**src/source/hdc_settings.svh**
```systemverilog
`ifndef HDC_SETTINGS_SVH
`define HDC_SETTINGS_SVH

// ----------------------------------------
// hypervector geometry
// ----------------------------------------

// 32-bit words per hypervector (8 x 32 = 256 bits)
`define HDC_HV_WORDS 8
// item memory address width, up to 512 entries
`define HDC_ITEM_AW 9

// ----------------------------------------
// register map, byte offsets in low 10 bits
// ----------------------------------------
`define HDC_REG_MODE 10'd0
`define HDC_REG_COUNT 10'd4
`define HDC_REG_RESEED 10'd8

// xorshift128 seed words
`define HDC_XOR_X 32'd123456789
`define HDC_XOR_Y 32'd362436069
`define HDC_XOR_Z 32'd521288629
`define HDC_XOR_W 32'd88675123

`endif

```
**src/source/axil_pkg.sv**
```systemverilog
`include "hdc_settings.svh"

package axil_pkg;

    // master to slave, all five channels
    typedef struct packed {
        logic [31:0] awaddr;
        logic        awvalid;
        logic [31:0] wdata;
        logic        wvalid;
        logic        bready;
        logic [31:0] araddr;
        logic        arvalid;
        logic        rready;
    } axil_req_t;

    // slave to master
    typedef struct packed {
        logic        awready;
        logic        wready;
        logic        bvalid;
        logic [1:0]  bresp;
        logic        arready;
        logic        rvalid;
        logic [31:0] rdata;
        logic [1:0]  rresp;
    } axil_rsp_t;

    // channel FSM states
    typedef enum logic [2:0] {
        idle,
        addr_only,
        data_only,
        write_resp,
        read_fetch,
        read_resp
    } axil_state_e;

    // register side strobes, word address = byte address 11:2
    typedef struct packed {
        logic        strobe;
        logic [9:0]  addr;
        logic [31:0] data;
    } reg_wr_t;

    typedef struct packed {
        logic       strobe;
        logic [9:0] addr;
    } reg_rd_t;

endpackage

```
**src/source/hdc_pkg.sv**
```systemverilog
`include "hdc_settings.svh"

package hdc_pkg;

    // ----------------------------------------
    // hypervector and item memory port
    // ----------------------------------------

    // word k sits in bits 32k+31 to 32k
    typedef logic [`HDC_HV_WORDS-1:0][31:0] hv_t;

    typedef struct packed {
        logic                    strobe;
        logic [`HDC_ITEM_AW-1:0] addr;
        hv_t                     hv;
    } item_wr_t;

    // ----------------------------------------
    // control register words
    // ----------------------------------------

    // accelerator mode
    // write 2 for run, 1 for gen
    typedef struct packed {
        logic run;
        logic gen;
    } mode_t;

    // mode register view
    typedef struct packed {
        logic [29:0] rsvd;
        mode_t       mode;
    } mode_word_t;

    // item count register view
    typedef struct packed {
        logic [31-`HDC_ITEM_AW:0] rsvd;
        logic [`HDC_ITEM_AW-1:0]  count;
    } count_word_t;

    // one bus write word, two decodes
    typedef union packed {
        mode_word_t  m;
        count_word_t c;
    } ctrl_word_u;

endpackage

```
**src/source/axil_slave.sv**
```systemverilog
`timescale 1ns/1ns
`include "hdc_settings.svh"

module axil_slave
    import axil_pkg::*;
(
    input  logic      AXIS_ACLK,
    input  logic      S_AXI_ARESETN,
    input  axil_req_t req,
    output axil_rsp_t rsp,
    output reg_wr_t   reg_wr,
    output reg_rd_t   reg_rd
);

    axil_state_e state;

    // word addresses, byte address bits 11:2
    logic [9:0]  wr_addr;
    logic [9:0]  rd_addr;
    logic [31:0] wr_data;

    // ----------------------------------------
    // channel FSM
    // ----------------------------------------
    always_ff @(posedge AXIS_ACLK) begin
        if (!S_AXI_ARESETN) begin
            state   <= idle;
            wr_addr <= '0;
            rd_addr <= '0;
        end else begin
            case (state)
                idle: begin
                    // write wins over read when both arrive
                    if (req.awvalid && req.wvalid) begin
                        state   <= write_resp;
                        wr_addr <= req.awaddr[11:2];
                        wr_data <= req.wdata;
                    end else if (req.awvalid) begin
                        state   <= addr_only;
                        wr_addr <= req.awaddr[11:2];
                    end else if (req.wvalid) begin
                        state   <= data_only;
                        wr_data <= req.wdata;
                    end else if (req.arvalid) begin
                        state   <= read_fetch;
                        rd_addr <= req.araddr[11:2];
                    end
                end
                // waiting for data
                addr_only: begin
                    if (req.wvalid) begin
                        state   <= write_resp;
                        wr_data <= req.wdata;
                    end
                end
                // waiting for address
                data_only: begin
                    if (req.awvalid) begin
                        state   <= write_resp;
                        wr_addr <= req.awaddr[11:2];
                    end
                end
                write_resp: begin
                    if (req.bready) begin
                        state <= idle;
                    end
                end
                // register block samples rdata here
                read_fetch: begin
                    state <= read_resp;
                end
                read_resp: begin
                    if (req.rready) begin
                        state <= idle;
                    end
                end
                default: begin
                    state <= idle;
                end
            endcase
        end
    end

    // ----------------------------------------
    // bus response
    // ----------------------------------------
    assign rsp.awready = (state == idle) || (state == data_only);
    assign rsp.wready  = (state == idle) || (state == addr_only);
    assign rsp.arready = (state == idle);
    assign rsp.bvalid  = (state == write_resp);
    assign rsp.rvalid  = (state == read_resp);
    assign rsp.bresp   = 2'b00;
    assign rsp.rresp   = 2'b00;
    // read data comes from the register block
    assign rsp.rdata   = 32'd0;

    // register strobes, only inside the low 1 KiB
    // write lands on the response handshake
    assign reg_wr.strobe = (state == write_resp) && req.bready && (wr_addr[9:8] == 2'b00);
    assign reg_wr.addr   = wr_addr;
    assign reg_wr.data   = wr_data;

    // read address stays held until the next accepted read
    assign reg_rd.strobe = (state == read_fetch) && (rd_addr[9:8] == 2'b00);
    assign reg_rd.addr   = rd_addr;

endmodule

```
**src/source/ctrl_regs.sv**
```systemverilog
`timescale 1ns/1ns
`include "hdc_settings.svh"

module ctrl_regs
    import axil_pkg::*;
    import hdc_pkg::*;
(
    input  logic        AXIS_ACLK,
    input  logic        S_AXI_ARESETN,
    input  reg_wr_t     reg_wr,
    input  reg_rd_t     reg_rd,
    input  item_wr_t    item_wr,
    output logic        gen,
    output logic        reseed,
    output logic [31:0] rdata
);

    mode_t                   mode;
    logic [`HDC_ITEM_AW-1:0] item_count;
    ctrl_word_u              wr_word;

    // byte offsets within the register page
    logic [9:0] wr_offset;
    logic [9:0] rd_offset;

    assign wr_word   = reg_wr.data;
    assign wr_offset = {reg_wr.addr[7:0], 2'b00};
    assign rd_offset = {reg_rd.addr[7:0], 2'b00};

    // ----------------------------------------
    // write side
    // ----------------------------------------
    always_ff @(posedge AXIS_ACLK) begin
        if (!S_AXI_ARESETN) begin
            mode       <= '0;
            item_count <= '0;
            reseed     <= 1'b0;
        end else begin
            // final item written, leave gen mode
            if (mode.gen && item_wr.strobe && (item_wr.addr == item_count)) begin
                mode.gen <= 1'b0;
            end
            // a mode write at the same edge wins
            if (reg_wr.strobe) begin
                case (wr_offset)
                    `HDC_REG_MODE: begin
                        mode <= wr_word.m.mode;
                    end
                    // last item index, count+1 items in total
                    `HDC_REG_COUNT: begin
                        item_count <= wr_word.c.count;
                    end
                    `HDC_REG_RESEED: begin
                        reseed <= reg_wr.data[0];
                    end
                    default: begin
                    end
                endcase
            end
        end
    end

    assign gen = mode.gen;

    // ----------------------------------------
    // read side
    // ----------------------------------------
    always_ff @(posedge AXIS_ACLK) begin
        if (!S_AXI_ARESETN) begin
            rdata <= '0;
        end else if (reg_rd.strobe) begin
            // only the mode register reads back
            if (rd_offset == `HDC_REG_MODE) begin
                rdata <= {30'd0, mode};
            end else begin
                rdata <= '0;
            end
        end else if (reg_rd.addr[9:8] != 2'b00) begin
            // held read address outside the page
            // no strobe there, so force zero
            rdata <= '0;
        end
    end

endmodule

```
**src/source/hdc_top.sv**
```systemverilog
`timescale 1ns/1ns
`include "hdc_settings.svh"

module hdc_top
    import axil_pkg::*;
    import hdc_pkg::*;
(
    input  logic      AXIS_ACLK,
    input  logic      S_AXI_ARESETN,
    input  axil_req_t axil_req,
    output axil_rsp_t axil_rsp,
    output item_wr_t  item_wr
);

    axil_rsp_t   slave_rsp;
    reg_wr_t     reg_wr;
    reg_rd_t     reg_rd;
    logic        gen;
    logic        reseed;
    logic [31:0] rdata;
    logic [31:0] rand_word;

    // ----------------------------------------
    // bus side
    // ----------------------------------------
    axil_slave u_axil_slave (
        .AXIS_ACLK     (AXIS_ACLK),
        .S_AXI_ARESETN (S_AXI_ARESETN),
        .req           (axil_req),
        .rsp           (slave_rsp),
        .reg_wr        (reg_wr),
        .reg_rd        (reg_rd)
    );

    ctrl_regs u_ctrl_regs (
        .AXIS_ACLK     (AXIS_ACLK),
        .S_AXI_ARESETN (S_AXI_ARESETN),
        .reg_wr        (reg_wr),
        .reg_rd        (reg_rd),
        .item_wr       (item_wr),
        .gen           (gen),
        .reseed        (reseed),
        .rdata         (rdata)
    );

    // slave handshakes with register read data
    assign axil_rsp = '{
        awready: slave_rsp.awready,
        wready:  slave_rsp.wready,
        bvalid:  slave_rsp.bvalid,
        bresp:   slave_rsp.bresp,
        arready: slave_rsp.arready,
        rvalid:  slave_rsp.rvalid,
        rdata:   rdata,
        rresp:   slave_rsp.rresp
    };

    // ----------------------------------------
    // item generation
    // ----------------------------------------
    xorshift_prng u_xorshift_prng (
        .AXIS_ACLK     (AXIS_ACLK),
        .S_AXI_ARESETN (S_AXI_ARESETN),
        .gen           (gen),
        .reseed        (reseed),
        .rand_word     (rand_word)
    );

    item_sequencer u_item_sequencer (
        .AXIS_ACLK (AXIS_ACLK),
        .gen       (gen),
        .rand_word (rand_word),
        .item_wr   (item_wr)
    );

endmodule

```
**src/source/item_sequencer.sv**
```systemverilog
`timescale 1ns/1ns
`include "hdc_settings.svh"

module item_sequencer
    import hdc_pkg::*;
(
    input  logic        AXIS_ACLK,
    input  logic        gen,
    input  logic [31:0] rand_word,
    output item_wr_t    item_wr
);

    // counter width, at least one bit
    localparam int CW = (`HDC_HV_WORDS > 1) ? $clog2(`HDC_HV_WORDS) : 1;
    localparam logic [CW-1:0] LAST_WORD = CW'(`HDC_HV_WORDS - 1);

    // word slot filled at the next edge
    logic [CW-1:0] word_cnt;

    // ----------------------------------------
    // word counter and vector assembly
    // ----------------------------------------
    always_ff @(posedge AXIS_ACLK) begin
        if (!gen) begin
            word_cnt   <= '0;
            item_wr.hv <= '0;
        end else begin
            // word k captured while counter is k
            item_wr.hv[word_cnt] <= rand_word;
            if (word_cnt == LAST_WORD) begin
                word_cnt <= '0;
            end else begin
                word_cnt <= word_cnt + 1'b1;
            end
        end
    end

    // ----------------------------------------
    // item write strobe and address
    // ----------------------------------------
    always_ff @(posedge AXIS_ACLK) begin
        if (!gen) begin
            item_wr.strobe <= 1'b0;
            item_wr.addr   <= '0;
        end else begin
            // one cycle after the last word lands
            item_wr.strobe <= (word_cnt == LAST_WORD);
            // next item index after each write
            if (item_wr.strobe) begin
                item_wr.addr <= item_wr.addr + 1'b1;
            end
        end
    end

endmodule

```
**src/source/xorshift_prng.sv**
```systemverilog
`timescale 1ns/1ns
`include "hdc_settings.svh"

module xorshift_prng (
    input  logic        AXIS_ACLK,
    input  logic        S_AXI_ARESETN,
    input  logic        gen,
    input  logic        reseed,
    output logic [31:0] rand_word
);

    // xorshift128 state
    logic [31:0] x;
    logic [31:0] y;
    logic [31:0] z;
    logic [31:0] w;
    logic [31:0] t;

    assign t = x ^ (x << 11);

    always_ff @(posedge AXIS_ACLK) begin
        // reseed level keeps the state at the seed
        if (!S_AXI_ARESETN || reseed) begin
            x <= `HDC_XOR_X;
            y <= `HDC_XOR_Y;
            z <= `HDC_XOR_Z;
            w <= `HDC_XOR_W;
        end else if (gen) begin
            // one step per cycle, shift words down
            x <= y;
            y <= z;
            z <= w;
            w <= w ^ (w >> 19) ^ t ^ (t >> 8);
        end
    end

    // current w, not the next one
    assign rand_word = w;

endmodule

```
**config.mk**
```make
export PLATFORM = sky130hd
export DESIGN_NAME = hdc_top
export DESIGN_NICKNAME = d
export VERILOG_FILES = /design/src/source/axil_pkg.sv /design/src/source/hdc_pkg.sv /design/src/source/axil_slave.sv /design/src/source/ctrl_regs.sv /design/src/source/hdc_top.sv /design/src/source/item_sequencer.sv /design/src/source/xorshift_prng.sv
export VERILOG_INCLUDE_DIRS = /design/src /design/src/source
export SDC_FILE = /design/constraint.sdc
export NUM_CORES = 1
export LEC_CHECK = 0
export BUFFER_PORTS_ARGS = -buffer_cell sky130_fd_sc_hd__buf_2
export CORE_MARGIN = 4
export CORE_UTILIZATION = 45
export CTS_CLUSTER_SIZE = 8
export DETAILED_ROUTE_END_ITERATION = 10
export HOLD_SLACK_MARGIN = 0.05
export PLACE_DENSITY_LB_ADDON = 0.25
export SLEW_MARGIN = 0
export SYNTH_ARGS = -nofsm -noshare
export SYNTH_HDL_FRONTEND = slang
export SYNTH_SLANG_ARGS = --single-unit
```
**constraint.sdc**
```tcl
create_clock -name AXIS_ACLK -period 1.83 [get_ports AXIS_ACLK]
set_clock_uncertainty 0.15 [all_clocks]
set_input_delay 0.366 -clock AXIS_ACLK [delete_from_list [all_inputs] [get_ports AXIS_ACLK]]
set_output_delay 0.366 -clock AXIS_ACLK [all_outputs]
set_load 0.02 [all_outputs]
```
==> metrics.md <==
| Metric | Value |
|---|---|
| Status | `finished with violations` |
| Failing checks | `setup timing` |
| Gp weighted congestion | `0.817` |
| Largest stage delay, worst path | `0.37 ns` |
| Vias in the first global route | `13900` |
| Max Cap Viol | `0` |
| Maximum vdd drop | `669 uV` |
| Initial antenna violation count | `0` |
| Core area | `36900 um^2` |
| Synthesized flop and latch total | `443` |
| Cell taking the most area after synthesis | `dfxtp_1` |
| Cells after synthesis | `1978` |
| DRT Pass-1 Iters | `5` |
| DRC | `0` |
| Worst hold path class | `in2reg` |
| Top cells by area, synth | `dfxtp_1 51%, nand2_1 13%, a21oi_1 8.8%, mux2i_1 6.4%, clkbuf_1 2.4%` |
| Sequential Power Share | `48.1%` |
| Worst-path maximum fanout | `6` |
| Net Sw Power | `0.00439 W` |
| Power Internal | `0.0162 W` |
| Worst Path Required | `1.31 ns` |
| Sequential area share after synthesis | `52.8%` |
| Worst rel slew slack | `51.2%` |
| DR iter-0 viols | `910` |
| Reg clk slew, reported paths | `0.05 ns` |
| Die ar. | `40900 um^2` |
| Critical path endpoint category | `output port` |
| Top_reg_cell synth | `dfxtp_1` |
| Async SR Flop Fraction | `0%` |
| Design Area, Final | `21300 um^2` |
| Clk root buf | `clkbuf_16` |
| Crit path DAT | `1.37 ns` |
| Setup TNS Final | `-0.117 ns` |
| Most frequent cells after synthesis | `592 x nand2_1, 434 x dfxtp_1, 299 x a21oi_1` |
| CTS Buffer Depth | `3` |
| Period utilisation layout | `103%` |
| Sink Count | `443` |
| Final Hold Violating Endpoints | `0` |
| Largest net degree at the start of global routing | `83` |
| Tmin final | `1.89 ns` |
| Clock power frac | `48.1%` |
| Boundary pin count | `410` |
| Clk_lat worst skew | `0.60 ns` |
| Nets | `2398` |
| Fin worst setup slack | `-0.0559 ns` |
| Layout cell share with drive strength beyond 1 | `21.6%` |
| Synth-to-layout area growth | `25.3%` |
| Rows | `70` |
| Static Leak | `8.34 nW` |
| Global route overflow | `0` |
| TritonCTS clock tree | `built` |
| Power Density | `966 nW/um^2` |
| Crit-path cells | `and3b_2, buf_6` |
| Logic pwr share | `3.8%` |
| Synthesized area per cell | `8.58 um^2` |
| Startpoint types | `flop` |
| Via count | `14500` |
| CP max stage cell | `dfxtp_4` |
| HPWL after detailed placement | `32.8 mm` |
| Num CTS Buffers | `61` |
| Drt wl/cell | `17.8 um` |
| GRT Util Overall | `23.4%` |
| Peak Freq | `0.530 GHz` |
| Delay-heaviest family, CP | `flip-flops` |
| Final hold slack | `0.103 ns` |
| RSZ-0062 raised after global routing | `true` |
| Die Ht | `202 um` |
| # port buffers | `308` |
| Tot Pwr | `0.0205 W` |
| Count leader, synth | `nand2_1` |
| Synth cell types | `48` |
| Slew Viols, Final | `0` |
| Via density | `5.16` |
| Post-placement cell area | `19200 um^2` |
| Switching Share | `21.4%` |
| Number of synthesized flops with an enable pin | `9` |
| Routed wire length | `49.9 mm` |
| CTS H-Tree Depth | `2` |
| Synthesized area | `17000 um^2` |
| Die W | `202 um` |
| Final antenna-violating net count | `0` |
| Dpl ws | `0.0887 ns` |
| Worst-margin pin slew | `0.731 ns` |
| Setup violations, final | `3` |
| First-pass GRT wire length | `77.4 mm` |
| Synth warn | `0` |
| CP Class | `reg2out` |
| Top-area cell type share of the netlist area | `51.2%` |
| Bufs and invs on worst path | `1` |
| Initial core utilization | `46.0%` |
| # diodes | `0` |
## power groups by stage
stage	Combinational (W)	Sequential, W	Clock, W
floorplan	0.000524	0.0100	0
global placement	0.000641	0.0101	0
detailed placement	0.000652	0.0101	0
CTS	0.000754	0.00987	0.0101
global route	0.000855	0.00987	0.0105
finish	0.000788	0.00987	0.00988
## registers in the layout (all words and copies together), names as in the netlist, 3 cells and up, named ones only
register,count
u_axil_slave.state,3
u_xorshift_prng.y,32
u_xorshift_prng.x,32
u_item_sequencer.item_wr,266
u_axil_slave.wr_data,9
u_axil_slave.rd_addr,10
u_xorshift_prng.rand_word,32
u_xorshift_prng.z,32
u_axil_slave.wr_addr,4
u_ctrl_regs.item_count,9
u_item_sequencer.word_cnt,3
## cell families after synthesis
| family | after synthesis | share of synthesized area, % |
|---|---|---|
| compound gates | 348 | 10.6 |
| xor+xnor | 86 | 4.95 |
| fa+ha+maj | 3 | 0.221 |
| buf+inv | 205 | 5.78 |
| flops | 443 | 52.8 |
| mux | 117 | 6.97 |
| other cells | 1 | 0.0221 |
| simple gates | 775 | 18.7 |
## path summary, 6_finish.rpt
path	from	endpoint	slack, ns	depth (start not counted)
worst min-delay path	axil_req[0]	u_axil_slave.state[0]$_SDFFE_PN0P_	0.10	4
worst max register to register	u_item_sequencer.word_cnt[1]$_SDFF_PP0_	u_item_sequencer.item_wr[137]$_SDFFE_PN0P_	0.06	5
worst max-delay path	u_axil_slave.state[2]$_SDFFE_PN0P_	axil_rsp[38]	-0.06	2
worst min register to register	u_item_sequencer.item_wr[194]$_SDFFE_PN0P_	u_item_sequencer.item_wr[194]$_SDFFE_PN0P_	0.30	2
## routing by layer
| layer | global-route usage [%] | part of all wire [%] | wire [um] |
|---|---|---|---|
| met1 | 30.7 | 42 | 21200 |
| met2 | 38.1 | 46 | 23000 |
| met3 | 5.55 | 7.7 | 3860 |
| met4 | 8.39 | 3.6 | 1810 |
| met5 | 0 | 0 | 0 |
## cells in the final DEF, fill, tap and decap left out, types with 5 or more instances in the layout
cell type        n
dfxtp_2          7
nor3_1          12
buf_2          302
buf_4           54
nor2_1          88
xor2_1          37
mux2_2           9
nand4_1         16
and3_1           7
mux2i_1        108
dlygate4sd3_1   31
xnor2_1         40
xor2_2           6
nand2_1        591
nand3b_1        10
conb_1          34
buf_12          25
buf_6            6
clkbuf_1         5
nor4_1           5
a21oi_1        299
dfxtp_1        425
edfxtp_1         9
clkbuf_16       63
o21ai_0         35
or3_1           16
## worst min-delay path, cell delays in order
cell	delay, ns
buf_2	0.09
a21o_1	0.10
a21oi_1	0.06
and3_1	0.17
## area by class of cell
type                            count  area, um^2
Fill cell                        3264       15600
Timing Repair Buffer              419        2800
Multi-Input combinational cell   1363        7210
Inverter                            4        22.5
Clock inverter                      2        13.8
Sequential cell                   443        8970
Clock buffer                       69        1610
Tap cell                          504         631
## metrics by stage
stage,cells,util [%]
after floorplan,2011,-
after global placement,2695,52.1
after detailed placement,2695,52.1
after CTS,2802,57.5
after global routing,2804,57.7
final,2804,57.7
## timing repair
item                                    4_1_cts  5_1_grt
pin swaps                                     1        1
hold endpoints to repair                     33        0
endpoints found under the setup margin        6       16
gates cloned                                  0        0
gates resized for setup                      16       13
buffers inserted                              5        2
hold buffers                                 31        0
Note: power is estimated with default switching activity, not from simulation.
